**src/include/issue_config.svh**
```systemverilog
`ifndef ISSUE_CONFIG_SVH
`define ISSUE_CONFIG_SVH

// Datapath widths
`define XLEN      32 // Data and address word
`define TAG_WIDTH 4  // ROB index

// Program counter after reset
`define RESET_PC 32'h0000_0000

// RV32I major opcodes kept by the front end
`define OPC_OP    7'b0110011 // Register-register ALU
`define OPC_OPIMM 7'b0010011 // Register-immediate ALU
`define OPC_LUI   7'b0110111 // Load upper immediate
`define OPC_AUIPC 7'b0010111 // Add upper immediate to PC

// Bit 5 of funct7 selects SUB and SRA
`define FUNCT7_ALT_BIT 5

`endif

```
**src/design/issuePkg.sv**
```systemverilog
`include "issue_config.svh"

package issuePkg;

  // Data or address word
  typedef logic [`XLEN-1:0] word_t;

  // Reorder buffer index that doubles as the rename tag
  typedef logic [`TAG_WIDTH-1:0] tag_t;

  // Architectural register number
  typedef logic [4:0] regIdx_t;

  // Reservation station operation codes
  // The gap at 8 and 9 is left for the compare-equal ops of the branch unit
  typedef enum logic [3:0] {
    RS_ADD  = 4'b0000,
    RS_SUB  = 4'b0001,
    RS_XOR  = 4'b0010,
    RS_OR   = 4'b0011,
    RS_AND  = 4'b0100,
    RS_SLL  = 4'b0101,
    RS_SRL  = 4'b0110,
    RS_SRA  = 4'b0111,
    RS_SLT  = 4'b1010,
    RS_SLTU = 4'b1011
  } rsOp_t;

endpackage

```
**src/design/fetchControl.sv**
```systemverilog
`timescale 1ns/1ps
`include "issue_config.svh"

module fetchControl import issuePkg::*; (
  input  logic  clockIn,
  input  logic  arstN,
  input  logic  instrValid,    // Fetch side offers an instruction
  output logic  instrReady,    // Fetch register can take it
  input  word_t instrData,
  output word_t instrAddr,
  input  logic  robAllocReady,
  input  logic  rsAddReady,
  input  logic  needsRs,       // Fetch-register instruction uses the RS
  input  logic  isSupported,   // Fetch-register instruction is issued at all
  output word_t fetchedInstr,
  output word_t fetchedPc,
  output logic  issueLoad,     // Fetch register moves into the issue stage
  output logic  issueAdvance,  // Issue entry leaves this cycle
  output logic  issueValid
);

  word_t pcReg;
  word_t fetchInstrReg;
  word_t fetchPcReg;
  logic  fetchValidReg;
  logic  issueValidReg;
  logic  issueNeedsRs;     // RS need of the entry now held in issue

  logic  issueFree;
  logic  fetchDrop;
  logic  fetchMove;
  logic  fetchFire;

  // Leaving takes a ROB slot and an RS slot only if the entry needs one
  assign issueAdvance = issueValidReg && robAllocReady && (!issueNeedsRs || rsAddReady);
  assign issueFree    = !issueValidReg || issueAdvance;

  // Unsupported opcodes are consumed here and never reach the issue stage
  assign fetchDrop = fetchValidReg && !isSupported;
  assign issueLoad = fetchValidReg && isSupported && issueFree;
  assign fetchMove = fetchDrop || issueLoad;

  assign instrReady = !fetchValidReg || fetchMove;
  assign fetchFire  = instrValid && instrReady;

  assign instrAddr    = pcReg;
  assign fetchedInstr = fetchInstrReg;
  assign fetchedPc    = fetchPcReg;
  assign issueValid   = issueValidReg;

  always_ff @(posedge clockIn or negedge arstN) begin
    if (!arstN) begin
      pcReg         <= `RESET_PC;
      fetchValidReg <= 1'b0;
      issueValidReg <= 1'b0;
      issueNeedsRs  <= 1'b0;
    end else begin
      if (fetchFire) begin
        pcReg <= pcReg + 32'd4; // Straight-line fetch only
      end

      if (fetchFire) begin
        fetchValidReg <= 1'b1;
      end else if (fetchMove) begin
        fetchValidReg <= 1'b0;
      end

      if (issueLoad) begin
        issueValidReg <= 1'b1;
        issueNeedsRs  <= needsRs;
      end else if (issueAdvance) begin
        issueValidReg <= 1'b0;
      end
    end
  end

  // Fetch payload
  always_ff @(posedge clockIn) begin
    if (fetchFire) begin
      fetchInstrReg <= instrData;
      fetchPcReg    <= pcReg;
    end
  end

endmodule

```
**src/design/instrDecoder.sv**
```systemverilog
`timescale 1ns/1ps
`include "issue_config.svh"

module instrDecoder import issuePkg::*; (
  input  logic    clockIn,
  input  logic    arstN,
  input  word_t   fetchedInstr,
  input  word_t   fetchedPc,
  input  logic    issueLoad,
  input  tag_t    robNext,        // ROB slot offered for the next entry
  output logic    needsRs,        // Fetch-register view
  output logic    isSupported,
  output rsOp_t   rsAddOp,
  output tag_t    rsAddRobIndex,
  output regIdx_t robAddDest,
  output word_t   robAddValue,
  output logic    robAddDone,
  output logic    needsRsHeld,    // Issue-stage view
  output logic    rfUpdateValid,  // Held rename flag
  output regIdx_t srcIdx1,
  output regIdx_t srcIdx2,
  output logic    useImm,
  output word_t   immValue
);

  logic [6:0] opcode;
  logic [2:0] funct3;
  logic       funct7Alt;
  regIdx_t    rd;

  logic isOp;
  logic isOpImm;
  logic isLui;
  logic isAuipc;

  word_t iImm;
  word_t shamt;
  word_t upperImm;
  word_t decValue;
  rsOp_t decOp;

  assign opcode    = fetchedInstr[6:0];
  assign rd        = fetchedInstr[11:7];
  assign funct3    = fetchedInstr[14:12];
  assign funct7Alt = fetchedInstr[25 + `FUNCT7_ALT_BIT];
  assign srcIdx1   = fetchedInstr[19:15];
  assign srcIdx2   = fetchedInstr[24:20];

  assign isOp    = (opcode == `OPC_OP);
  assign isOpImm = (opcode == `OPC_OPIMM);
  assign isLui   = (opcode == `OPC_LUI);
  assign isAuipc = (opcode == `OPC_AUIPC);

  assign isSupported = isOp || isOpImm || isLui || isAuipc;
  assign needsRs     = isOp || isOpImm;

  assign iImm     = {{20{fetchedInstr[31]}}, fetchedInstr[31:20]};
  assign shamt    = {27'b0, fetchedInstr[24:20]};
  assign upperImm = {fetchedInstr[31:12], 12'b0};

  // SLTIU sign-extends too, then compares unsigned
  assign useImm   = isOpImm;
  assign immValue = (funct3 == 3'b001 || funct3 == 3'b101) ? shamt : iImm;

  // Finished result for the upper-immediate group
  always_comb begin
    if (isLui) begin
      decValue = upperImm;
    end else if (isAuipc) begin
      decValue = fetchedPc + upperImm;
    end else begin
      decValue = '0; // Filled in later by the RS result
    end
  end

  always_comb begin
    case (funct3)
      3'b000:  decOp = (isOp && funct7Alt) ? RS_SUB : RS_ADD; // No SUBI
      3'b001:  decOp = RS_SLL;
      3'b010:  decOp = RS_SLT;
      3'b011:  decOp = RS_SLTU;
      3'b100:  decOp = RS_XOR;
      3'b101:  decOp = funct7Alt ? RS_SRA : RS_SRL;
      3'b110:  decOp = RS_OR;
      default: decOp = RS_AND;
    endcase
  end

  // Entry flags
  always_ff @(posedge clockIn or negedge arstN) begin
    if (!arstN) begin
      needsRsHeld   <= 1'b0;
      rfUpdateValid <= 1'b0;
      robAddDone    <= 1'b0;
    end else if (issueLoad) begin
      needsRsHeld   <= needsRs;
      rfUpdateValid <= (rd != 5'd0); // x0 is never renamed
      robAddDone    <= isLui || isAuipc;
    end
  end

  // Entry payload
  always_ff @(posedge clockIn) begin
    if (issueLoad) begin
      rsAddOp       <= decOp;
      rsAddRobIndex <= robNext;
      robAddDest    <= rd;
      robAddValue   <= decValue;
    end
  end

endmodule

```
**src/design/operandResolver.sv**
```systemverilog
`timescale 1ns/1ps

module operandResolver import issuePkg::*; (
  input  logic  clockIn,
  input  logic  arstN,
  input  logic  issueLoad,
  input  logic  src1Dirty,
  input  tag_t  src1Tag,
  input  word_t src1Value,
  input  logic  src2Dirty,
  input  tag_t  src2Tag,
  input  word_t src2Value,
  input  logic  useImm,
  input  word_t immValue,
  input  logic  cdbValid,
  input  tag_t  cdbTag,
  input  word_t cdbValue,
  output word_t rsAddVal1,
  output logic  rsAddHasDep1,
  output tag_t  rsAddTag1,
  output word_t rsAddVal2,
  output logic  rsAddHasDep2,
  output tag_t  rsAddTag2
);

  logic  srcDirty [2];
  tag_t  srcTag   [2];
  word_t srcValue [2];
  logic  bypassHit[2];  // Register waits on the tag now on the bus

  word_t valReg   [2];
  logic  depReg   [2];
  tag_t  tagReg   [2];

  assign srcDirty[0] = src1Dirty;
  assign srcTag[0]   = src1Tag;
  assign srcValue[0] = src1Value;
  assign srcDirty[1] = src2Dirty && !useImm;  // Immediate never waits
  assign srcTag[1]   = src2Tag;
  assign srcValue[1] = useImm ? immValue : src2Value;

  always_comb begin
    for (int i = 0; i < 2; i++) begin
      bypassHit[i] = cdbValid && (srcTag[i] == cdbTag);
    end
  end

  always_ff @(posedge clockIn or negedge arstN) begin
    if (!arstN) begin
      depReg[0] <= 1'b0;
      depReg[1] <= 1'b0;
    end else begin
      for (int i = 0; i < 2; i++) begin
        if (issueLoad) begin
          depReg[i] <= srcDirty[i] && !bypassHit[i];
        end else if (depReg[i] && cdbValid && (tagReg[i] == cdbTag)) begin
          depReg[i] <= 1'b0; // Result arrived while waiting
        end
      end
    end
  end

  always_ff @(posedge clockIn) begin
    for (int i = 0; i < 2; i++) begin
      if (issueLoad) begin
        tagReg[i] <= srcTag[i];
        if (!srcDirty[i]) begin
          valReg[i] <= srcValue[i];
        end else if (bypassHit[i]) begin
          valReg[i] <= cdbValue;
        end else begin
          valReg[i] <= '0;
        end
      end else if (depReg[i] && cdbValid && (tagReg[i] == cdbTag)) begin
        valReg[i] <= cdbValue;
      end
    end
  end

  assign rsAddVal1    = valReg[0];
  assign rsAddHasDep1 = depReg[0];
  assign rsAddTag1    = tagReg[0];
  assign rsAddVal2    = valReg[1];
  assign rsAddHasDep2 = depReg[1];
  assign rsAddTag2    = tagReg[1];

endmodule

```
**src/design/issueUnit.sv**
```systemverilog
`timescale 1ns/1ps

module issueUnit import issuePkg::*; (
  input  logic    clockIn,
  input  logic    arstN,
  // Instruction fetch
  input  logic    instrValid,
  output logic    instrReady,
  input  word_t   instrData,
  output word_t   instrAddr,
  // Reorder buffer
  input  logic    robAllocReady,
  input  tag_t    robNext,
  output logic    robAddValid,
  output tag_t    robAddIndex,
  output regIdx_t robAddDest,
  output word_t   robAddValue,
  output logic    robAddDone,
  // Reservation station
  input  logic    rsAddReady,
  output logic    rsAddValid,
  output rsOp_t   rsAddOp,
  output tag_t    rsAddRobIndex,
  output word_t   rsAddVal1,
  output logic    rsAddHasDep1,
  output tag_t    rsAddTag1,
  output word_t   rsAddVal2,
  output logic    rsAddHasDep2,
  output tag_t    rsAddTag2,
  // Result bus
  input  logic    cdbValid,
  input  tag_t    cdbTag,
  input  word_t   cdbValue,
  // Register file
  output regIdx_t srcIdx1,
  output regIdx_t srcIdx2,
  input  logic    src1Dirty,
  input  tag_t    src1Tag,
  input  word_t   src1Value,
  input  logic    src2Dirty,
  input  tag_t    src2Tag,
  input  word_t   src2Value,
  output logic    rfUpdateValid,
  output regIdx_t rfUpdateDest,
  output tag_t    rfUpdateRobId
);

  word_t fetchedInstr;
  word_t fetchedPc;
  logic  issueLoad;
  logic  issueValid;
  logic  needsRs;
  logic  isSupported;
  logic  needsRsHeld;
  logic  renameHeld;
  logic  useImm;
  word_t immValue;

  fetchControl fetchControl_inst (
    .clockIn       (clockIn),
    .arstN         (arstN),
    .instrValid    (instrValid),
    .instrReady    (instrReady),
    .instrData     (instrData),
    .instrAddr     (instrAddr),
    .robAllocReady (robAllocReady),
    .rsAddReady    (rsAddReady),
    .needsRs       (needsRs),
    .isSupported   (isSupported),
    .fetchedInstr  (fetchedInstr),
    .fetchedPc     (fetchedPc),
    .issueLoad     (issueLoad),
    .issueAdvance  (),
    .issueValid    (issueValid)
  );

  instrDecoder instrDecoder_inst (
    .clockIn       (clockIn),
    .arstN         (arstN),
    .fetchedInstr  (fetchedInstr),
    .fetchedPc     (fetchedPc),
    .issueLoad     (issueLoad),
    .robNext       (robNext),
    .needsRs       (needsRs),
    .isSupported   (isSupported),
    .rsAddOp       (rsAddOp),
    .rsAddRobIndex (rsAddRobIndex),
    .robAddDest    (robAddDest),
    .robAddValue   (robAddValue),
    .robAddDone    (robAddDone),
    .needsRsHeld   (needsRsHeld),
    .rfUpdateValid (renameHeld),
    .srcIdx1       (srcIdx1),
    .srcIdx2       (srcIdx2),
    .useImm        (useImm),
    .immValue      (immValue)
  );

  operandResolver operandResolver_inst (
    .clockIn      (clockIn),
    .arstN        (arstN),
    .issueLoad    (issueLoad),
    .src1Dirty    (src1Dirty),
    .src1Tag      (src1Tag),
    .src1Value    (src1Value),
    .src2Dirty    (src2Dirty),
    .src2Tag      (src2Tag),
    .src2Value    (src2Value),
    .useImm       (useImm),
    .immValue     (immValue),
    .cdbValid     (cdbValid),
    .cdbTag       (cdbTag),
    .cdbValue     (cdbValue),
    .rsAddVal1    (rsAddVal1),
    .rsAddHasDep1 (rsAddHasDep1),
    .rsAddTag1    (rsAddTag1),
    .rsAddVal2    (rsAddVal2),
    .rsAddHasDep2 (rsAddHasDep2),
    .rsAddTag2    (rsAddTag2)
  );

  // Held flags only count while an entry sits in issue
  assign robAddValid   = issueValid;
  assign rsAddValid    = issueValid && needsRsHeld;
  assign rfUpdateValid = issueValid && renameHeld;
  assign robAddIndex   = rsAddRobIndex;
  assign rfUpdateRobId = rsAddRobIndex;
  assign rfUpdateDest  = robAddDest;

endmodule

```
**config.mk**
```make
export PLATFORM = sky130hd
export DESIGN_NAME = issueUnit
export DESIGN_NICKNAME = d
export VERILOG_FILES = /design/src/design/issuePkg.sv /design/src/design/fetchControl.sv /design/src/design/instrDecoder.sv /design/src/design/operandResolver.sv /design/src/design/issueUnit.sv
export VERILOG_INCLUDE_DIRS = /design/src /design/src/include
export SDC_FILE = /design/constraint.sdc
export NUM_CORES = 1
export LEC_CHECK = 0
export ABC_AREA = 1
export BUFFER_PORTS_ARGS = -buffer_cell sky130_fd_sc_hd__buf_2
export CAP_MARGIN = 0
export CORE_AREA = 10 10 160 162
export CTS_CLUSTER_SIZE = 40
export DETAILED_ROUTE_END_ITERATION = 12
export DIE_AREA = 0 0 170 172
export GPL_ROUTABILITY_DRIVEN = 0
export PLACE_DENSITY = 0.8
export SLEW_MARGIN = 10
export SYNTH_ARGS = -nofsm -noshare
export SYNTH_HDL_FRONTEND = slang
export SYNTH_SLANG_ARGS = --single-unit
```
**constraint.sdc**
```tcl
create_clock -name clockIn -period 3.4 [get_ports clockIn]
set_input_delay 0.85 -clock clockIn [delete_from_list [all_inputs] [get_ports clockIn]]
set_output_delay 0.85 -clock clockIn [all_outputs]
set_load 0.005 [all_outputs]
```
Yosys cells after proc, flatten, opt, wreduce, memory -nomap -nowiden. Memories as Yosys holds them, arrays and structs flattened. Index checks and enable logic that the tools add are counted.

Logic and storage cells: 132. RAM bits: 72. Memories: 2. Bits in registers: 148. Bits of input ports: 152.

Add/sub/neg operators: 2. Reductions and logical operators: 41. Muxes and demuxes: 51. Bitwise gates (word level): 7. Equal/unequal tests: 14.

Memory list: operandResolver_inst.valReg (words 2, width 32, read ports 2, clocked after Yosys merged registers in 0, write ports 2, RTL line operandResolver.sv:31) `word_t valReg [2];`; operandResolver_inst.tagReg (words 2, width 4, read ports 2, clocked after Yosys merged registers in 0, write ports 2, RTL line operandResolver.sv:33) `tag_t tagReg [2];`.

Operators by type and width (count): 32-bit two-way mux (10); 1-bit two-way mux (40); 32-bit by 3-bit adder with 32-bit output, second input constant (1); 32-bit adder (1); 4-bit case mux with 7 select lines (1); 1-bit logical AND (18); 4-bit == test (4); 7-bit by 5-bit == test with 1-bit output, second input constant (2); 7-bit by 6-bit == test with 1-bit output, second input constant (2); 3-bit == test, second input constant (3); 1-bit logical OR (9); 2-bit nonzero test (4); 1-bit logical NOT (7); 3-bit by 2-bit == test with 1-bit output, second input constant (2); 1-bit OR (6); 5-bit nonzero test (1); 3-bit by 1-bit == test with 1-bit output, second input constant (1); 3-bit logical NOT (1); 2-bit OR reduction (1); 1-bit NOT (1).

Longest topological paths before layout.
Word-level depth: 11. Mapped depth: 12. Mapped depth without buffers: 12.

By module. Synthesis repeated with hierarchy kept, for this count alone.

Cells, all modules: 1377. Area total of the unflattened synthesis: 11743.8 um^2.

By module, submodules not included: operandResolver (seq. area each 2212.1 um^2, area each 4172.8 um^2, cells an instance 537, times used 1); fetchControl (seq. area each 2687.6 um^2, area each 4003.8 um^2, cells an instance 372, times used 1); instrDecoder (seq. area each 1426.4 um^2, area each 3454.6 um^2, cells an instance 451, times used 1); issueUnit (seq. area each 0.0 um^2, area each 112.6 um^2, cells an instance 17, times used 1).

Least setup slack after synthesis. OpenSTA, ideal clock, no wires.

Kind: input to register. From: input robAllocReady. To: memory operandResolver_inst.valReg[0][0] (netlist name) (enable). Data required time: 3.011 ns. Path slack: 0.208 ns. Arrival: 2.802 ns. Cell stages on the path: 7. Cells stage by stage: inv_1 -> o21a_2 -> nor2_8 -> inv_4 -> buf_2 -> buf_6 -> nand2_1.

RTL lines: start: declaration (RTL line issueUnit.sv:12) `input logic robAllocReady,`; end: declaration (RTL line operandResolver.sv:31).

Worst setup path after layout.
From: register fetchControl_inst.fetchInstrReg[6], in the netlist fetchControl_inst.fetchedInstr[6]. To: output instrReady.

Cells in the longest elaborated chain, start to end: 8.

Ends and longest elaborated chain: start: declaration (RTL line fetchControl.sv:23) `word_t fetchInstrReg;`; start signal: assignment (RTL line fetchControl.sv:80) `fetchInstrReg <= instrData;`; 7-bit by 6-bit == test with 1-bit output (no source line) or 7-bit by 5-bit == test with 1-bit output (tied branches); 1-bit logical OR (2 in series) (RTL line instrDecoder.sv:54) `assign isSupported = isOp || isOpImm || isLui || isAuipc;`; 1-bit logical OR * (RTL line instrDecoder.sv:54); 1-bit logical NOT or 1-bit logical AND (tied branches) (RTL line fetchControl.sv:39, fetchControl.sv:40); 1-bit logical AND (on tied branches) (RTL line fetchControl.sv:39, fetchControl.sv:40); 1-bit logical OR * (RTL line fetchControl.sv:41) `assign fetchMove = fetchDrop || issueLoad;`; 1-bit logical OR * (RTL line fetchControl.sv:43) `assign instrReady = !fetchValidReg || fetchMove;`; end: declaration (RTL line issueUnit.sv:8) `output logic instrReady,`.

Mark *: on every way between the ends. The rest lies on a longest branch, timed or not.

==> results.md <==
* Setup TNS at 0 ns
* Worst hold slack at 0.448 ns
* Core ar. at 22400 µm²
* CTS Buffer Depth at 3
* Post-Layout Inst Area at 13500 µm²
* Net count, final at 1658
* Warnings from Yosys at 0
* Headroom to the max-slew limit at 0.409
* Worst Hold Launch: fetchControl_inst.fetchedInstr[9]
* Avg WL per Cell at 19.4 µm
* Largest net degree at the start of global routing at 44
* Metal-1 WL at 12700 µm
* Achievable clock frequency at 388 MHz
* Pwr dens at 470 nW/µm²
* TritonCTS Buffers at 23
* Netlist Area Pre-Place at 11000 µm²
* Leakage at 0.00628 µW
* Global route overflow at 0
* Yosys cell types at 44
* Worst r2r src: fetchControl_inst.fetchedInstr[6]
* GRT Overall Usage at 0.226
* Via count at 9617
* WP data required at 2.55 ns
* Setup crit start: fetchControl_inst.fetchedInstr[6]
* First-pass GRT wire length at 52100 µm
* Initial antenna violation count at 8
* Via density at 5.37
* Worst Tran Pin Value at 0.887 ns
* Area Overhead vs Synth at 22.6%
* Post-synth EDFFs at 177
* Routed wl met3 at 4030 µm
* Worst skew pair latency at 0.51 ns
* Placed Area at 12700 µm²
* Die Y at 172 µm
* Fin. Hold Viols at 0
* Ys async rst share at 0.173
* # hold bufs at CTS at 0
* Die Area at 29200 µm²
* Number of H-tree levels at 1
* Share of layout cells above drive strength 1 at 0.268
* DRC Markers at 0
* Starting density of the core at 0.491
* Crit. End Element: primary output
* Total length of routed met2 wires at 16600 µm
* Initial drt markers at 1027
* Worst hold path class: reg -> reg
* Half-perimeter wire length after placement at 27000 µm
* Syn Area/Cell at 9.31 µm²
* Period utilisation layout at 0.758
* Routed Antenna Nets at 0
* Setup bufs post-CTS at 0
* Uppermost routed layer: met5
* CP startpoint kind: register
* Number of global-route vias before repair at 9478
* Slew Limit Fails at 0
* Combinational share of power at 0.109
* Sw frac at 0.244
* Sequential element share of the synthesized area at 0.568
* Clock sink total at 214
* CTS tree: done
* Die width at 170 µm
* Seq pwr share at 0.494
* Drt pass-1 iters at 5
* I/O Pins at 331
* CTS Root Cell: clkbuf_16
* Final min period at 2.58 ns
* Peak VDD IR at 0.000435 V
* Status: completed
* Int Power at 4780 µW
* Final setup violation count at 0
* Post-CTS sizing at 0
* RSZ-0062 raised after global routing: no
* Routed WL at 34800 µm
* Clock-pin slew on the worst setup and hold paths at 0.06 ns
* Worst clock skew at 0.0117 ns
* Critical path class: reg -> out
* NetSw at 1540 µW
* Seq cells post-synth at 214
* Critical Path Fanout Max at 4
* Clock power share at 0.397
* IO Port Bufs at 326
* CP Data Arrival Time at 1.73 ns
* Gate Count Post-Synth at 1179
* Maxcap violations at 0
* Row cnt at 55
* Most used DFF post-synth: edfxtp_1
final cells by class:
type | count | area (µm²)
flip-flops and latches | 214 | 6240
repair buffers | 343 | 1760
clock buffers | 31 | 626
diodes | 4 | 10.0
clock inverters | 10 | 129
well taps | 285 | 357
inverters | 126 | 475
fillers | 1927 | 8900
multi-input cells | 777 | 3870
power by group through the flow:
stage	Clock [µW]	Sequential, µW	Combinational, µW
finish	2510	3120	692
global route	2650	3140	785
CTS	2560	3120	690
detailed placement	0	3170	686
global placement	0	3170	663
floorplan	0	3140	396
synthesized netlist by cell type (10+ instances only):
| cell type | n | area [µm²] |
|---|---|---|
| o211ai_1 | 29 | 218 |
| xor2_1 | 18 | 158 |
| xnor2_1 | 15 | 131 |
| inv_1 | 122 | 458 |
| nor2_1 | 108 | 405 |
| a21oi_1 | 23 | 115 |
| nand4_1 | 10 | 62.6 |
| nand2_1 | 332 | 1250 |
| nor3_1 | 14 | 70.1 |
| dfrtp_1 | 37 | 926 |
| o21ai_0 | 68 | 340 |
| o21ai_1 | 47 | 235 |
| edfxtp_1 | 177 | 5320 |
| buf_2 | 20 | 100 |
| nand3_1 | 44 | 220 |
| buf_4 | 29 | 218 |
| ha_1 | 20 | 250 |
stage by stage:
| stage | utilization | worst slack [ns] | total power (µW) | cells |
|---|---|---|---|---|
| floorplan | - | 0.208 | 3530 | 1182 |
| global placement | 0.568 | 0.623 | 3830 | 1745 |
| finish | 0.602 | 0.821 | 6330 | 1790 |
| global route | 0.602 | 0.705 | 6580 | 1787 |
| CTS | 0.602 | 0.789 | 6360 | 1786 |
| detailed placement | 0.568 | 0.569 | 3860 | 1745 |
logic make-up (layout without fill, tap and decap cells):
| kind of cell | Yosys count | in the layout | synth area share |
|---|---|---|---|
| buffers and inverters | 191 | 510 | 0.0816 |
| xor gates and xnor gates | 33 | 33 | 0.0263 |
| DFF | 214 | 214 | 0.568 |
| adders and majority gates | 21 | 21 | 0.0246 |
| AOI/OAI and AO/OA | 183 | 183 | 0.0948 |
| and+or+nand+nor | 536 | 536 | 0.204 |
| other | 1 | 8 | 0.000342 |
layer usage:
metal,global-route usage,vias to the layer above
met5,0,-
met4,0.0908,6
met3,0.0718,85
met2,0.386,582
met1,0.259,4416
li1,-,4528
worst paths after layout:
path                       cells after the start                           endpoint  slack, ns
setup / recovery                               5                         instrReady       0.82
hold / removal                                 0    instrDecoder_inst.robAddDest[2]       0.45
setup reg to reg                               9  operandResolver_inst.valReg[0][4]       1.06
hold reg to reg                                0    instrDecoder_inst.robAddDest[2]       0.45
max in group asynchronous                      1    fetchControl_inst.instrAddr[18]       2.38
min in group asynchronous                      1    fetchControl_inst.fetchValidReg       0.47
cells in the final DEF (no fill, tap or decap), types with 3 or more instances in the layout:
cell type  instances
xnor2_1           15
a21oi_1           23
clkinv_2           4
edfxtp_1         177
inv_2              3
nor2_1           108
clkbuf_1           6
o21ai_0           68
bufinv_16          3
nand3_1           44
inv_1            122
nor2_2             7
buf_4             17
nand2_2            3
buf_2            326
and2_1             3
nand4_1           10
o21ai_1           47
nand2_1          332
ha_1              20
nand3b_1           7
o211ai_2           3
dfrtp_1           37
o211ai_1          29
conb_1             4
o22ai_1            5
clkbuf_16         23
diode_2            4
nor3_1            14
xor2_1            18
flip-flops by register name, summed over array words and instances, names as in the netlist:
name / flops
fetchControl_inst.fetchValidReg: 1
instrDecoder_inst.robAddDone: 1
fetchControl_inst.fetchedInstr: 32
operandResolver_inst.valReg: 64
operandResolver_inst.tagReg: 8
instrDecoder_inst.robAddDest: 5
operandResolver_inst.rsAddHasDep1: 1
instrDecoder_inst.rfUpdateValid: 1
instrDecoder_inst.rsAddRobIndex: 4
fetchControl_inst.fetchedPc: 30
operandResolver_inst.rsAddHasDep2: 1
fetchControl_inst.issueValid: 1
instrDecoder_inst.needsRsHeld: 1
fetchControl_inst.instrAddr: 30
instrDecoder_inst.rsAddOp: 4
instrDecoder_inst.robAddValue: 30
critical path, stage by stage (launching register included):
cell and delay, ns:
edfxtp_1 0.41, nor2_4 0.20, nand3_4 0.13, nor2_1 0.25
inv_1 0.10, buf_2 0.15
No activity file was read; power rests on OpenSTA's default activity.
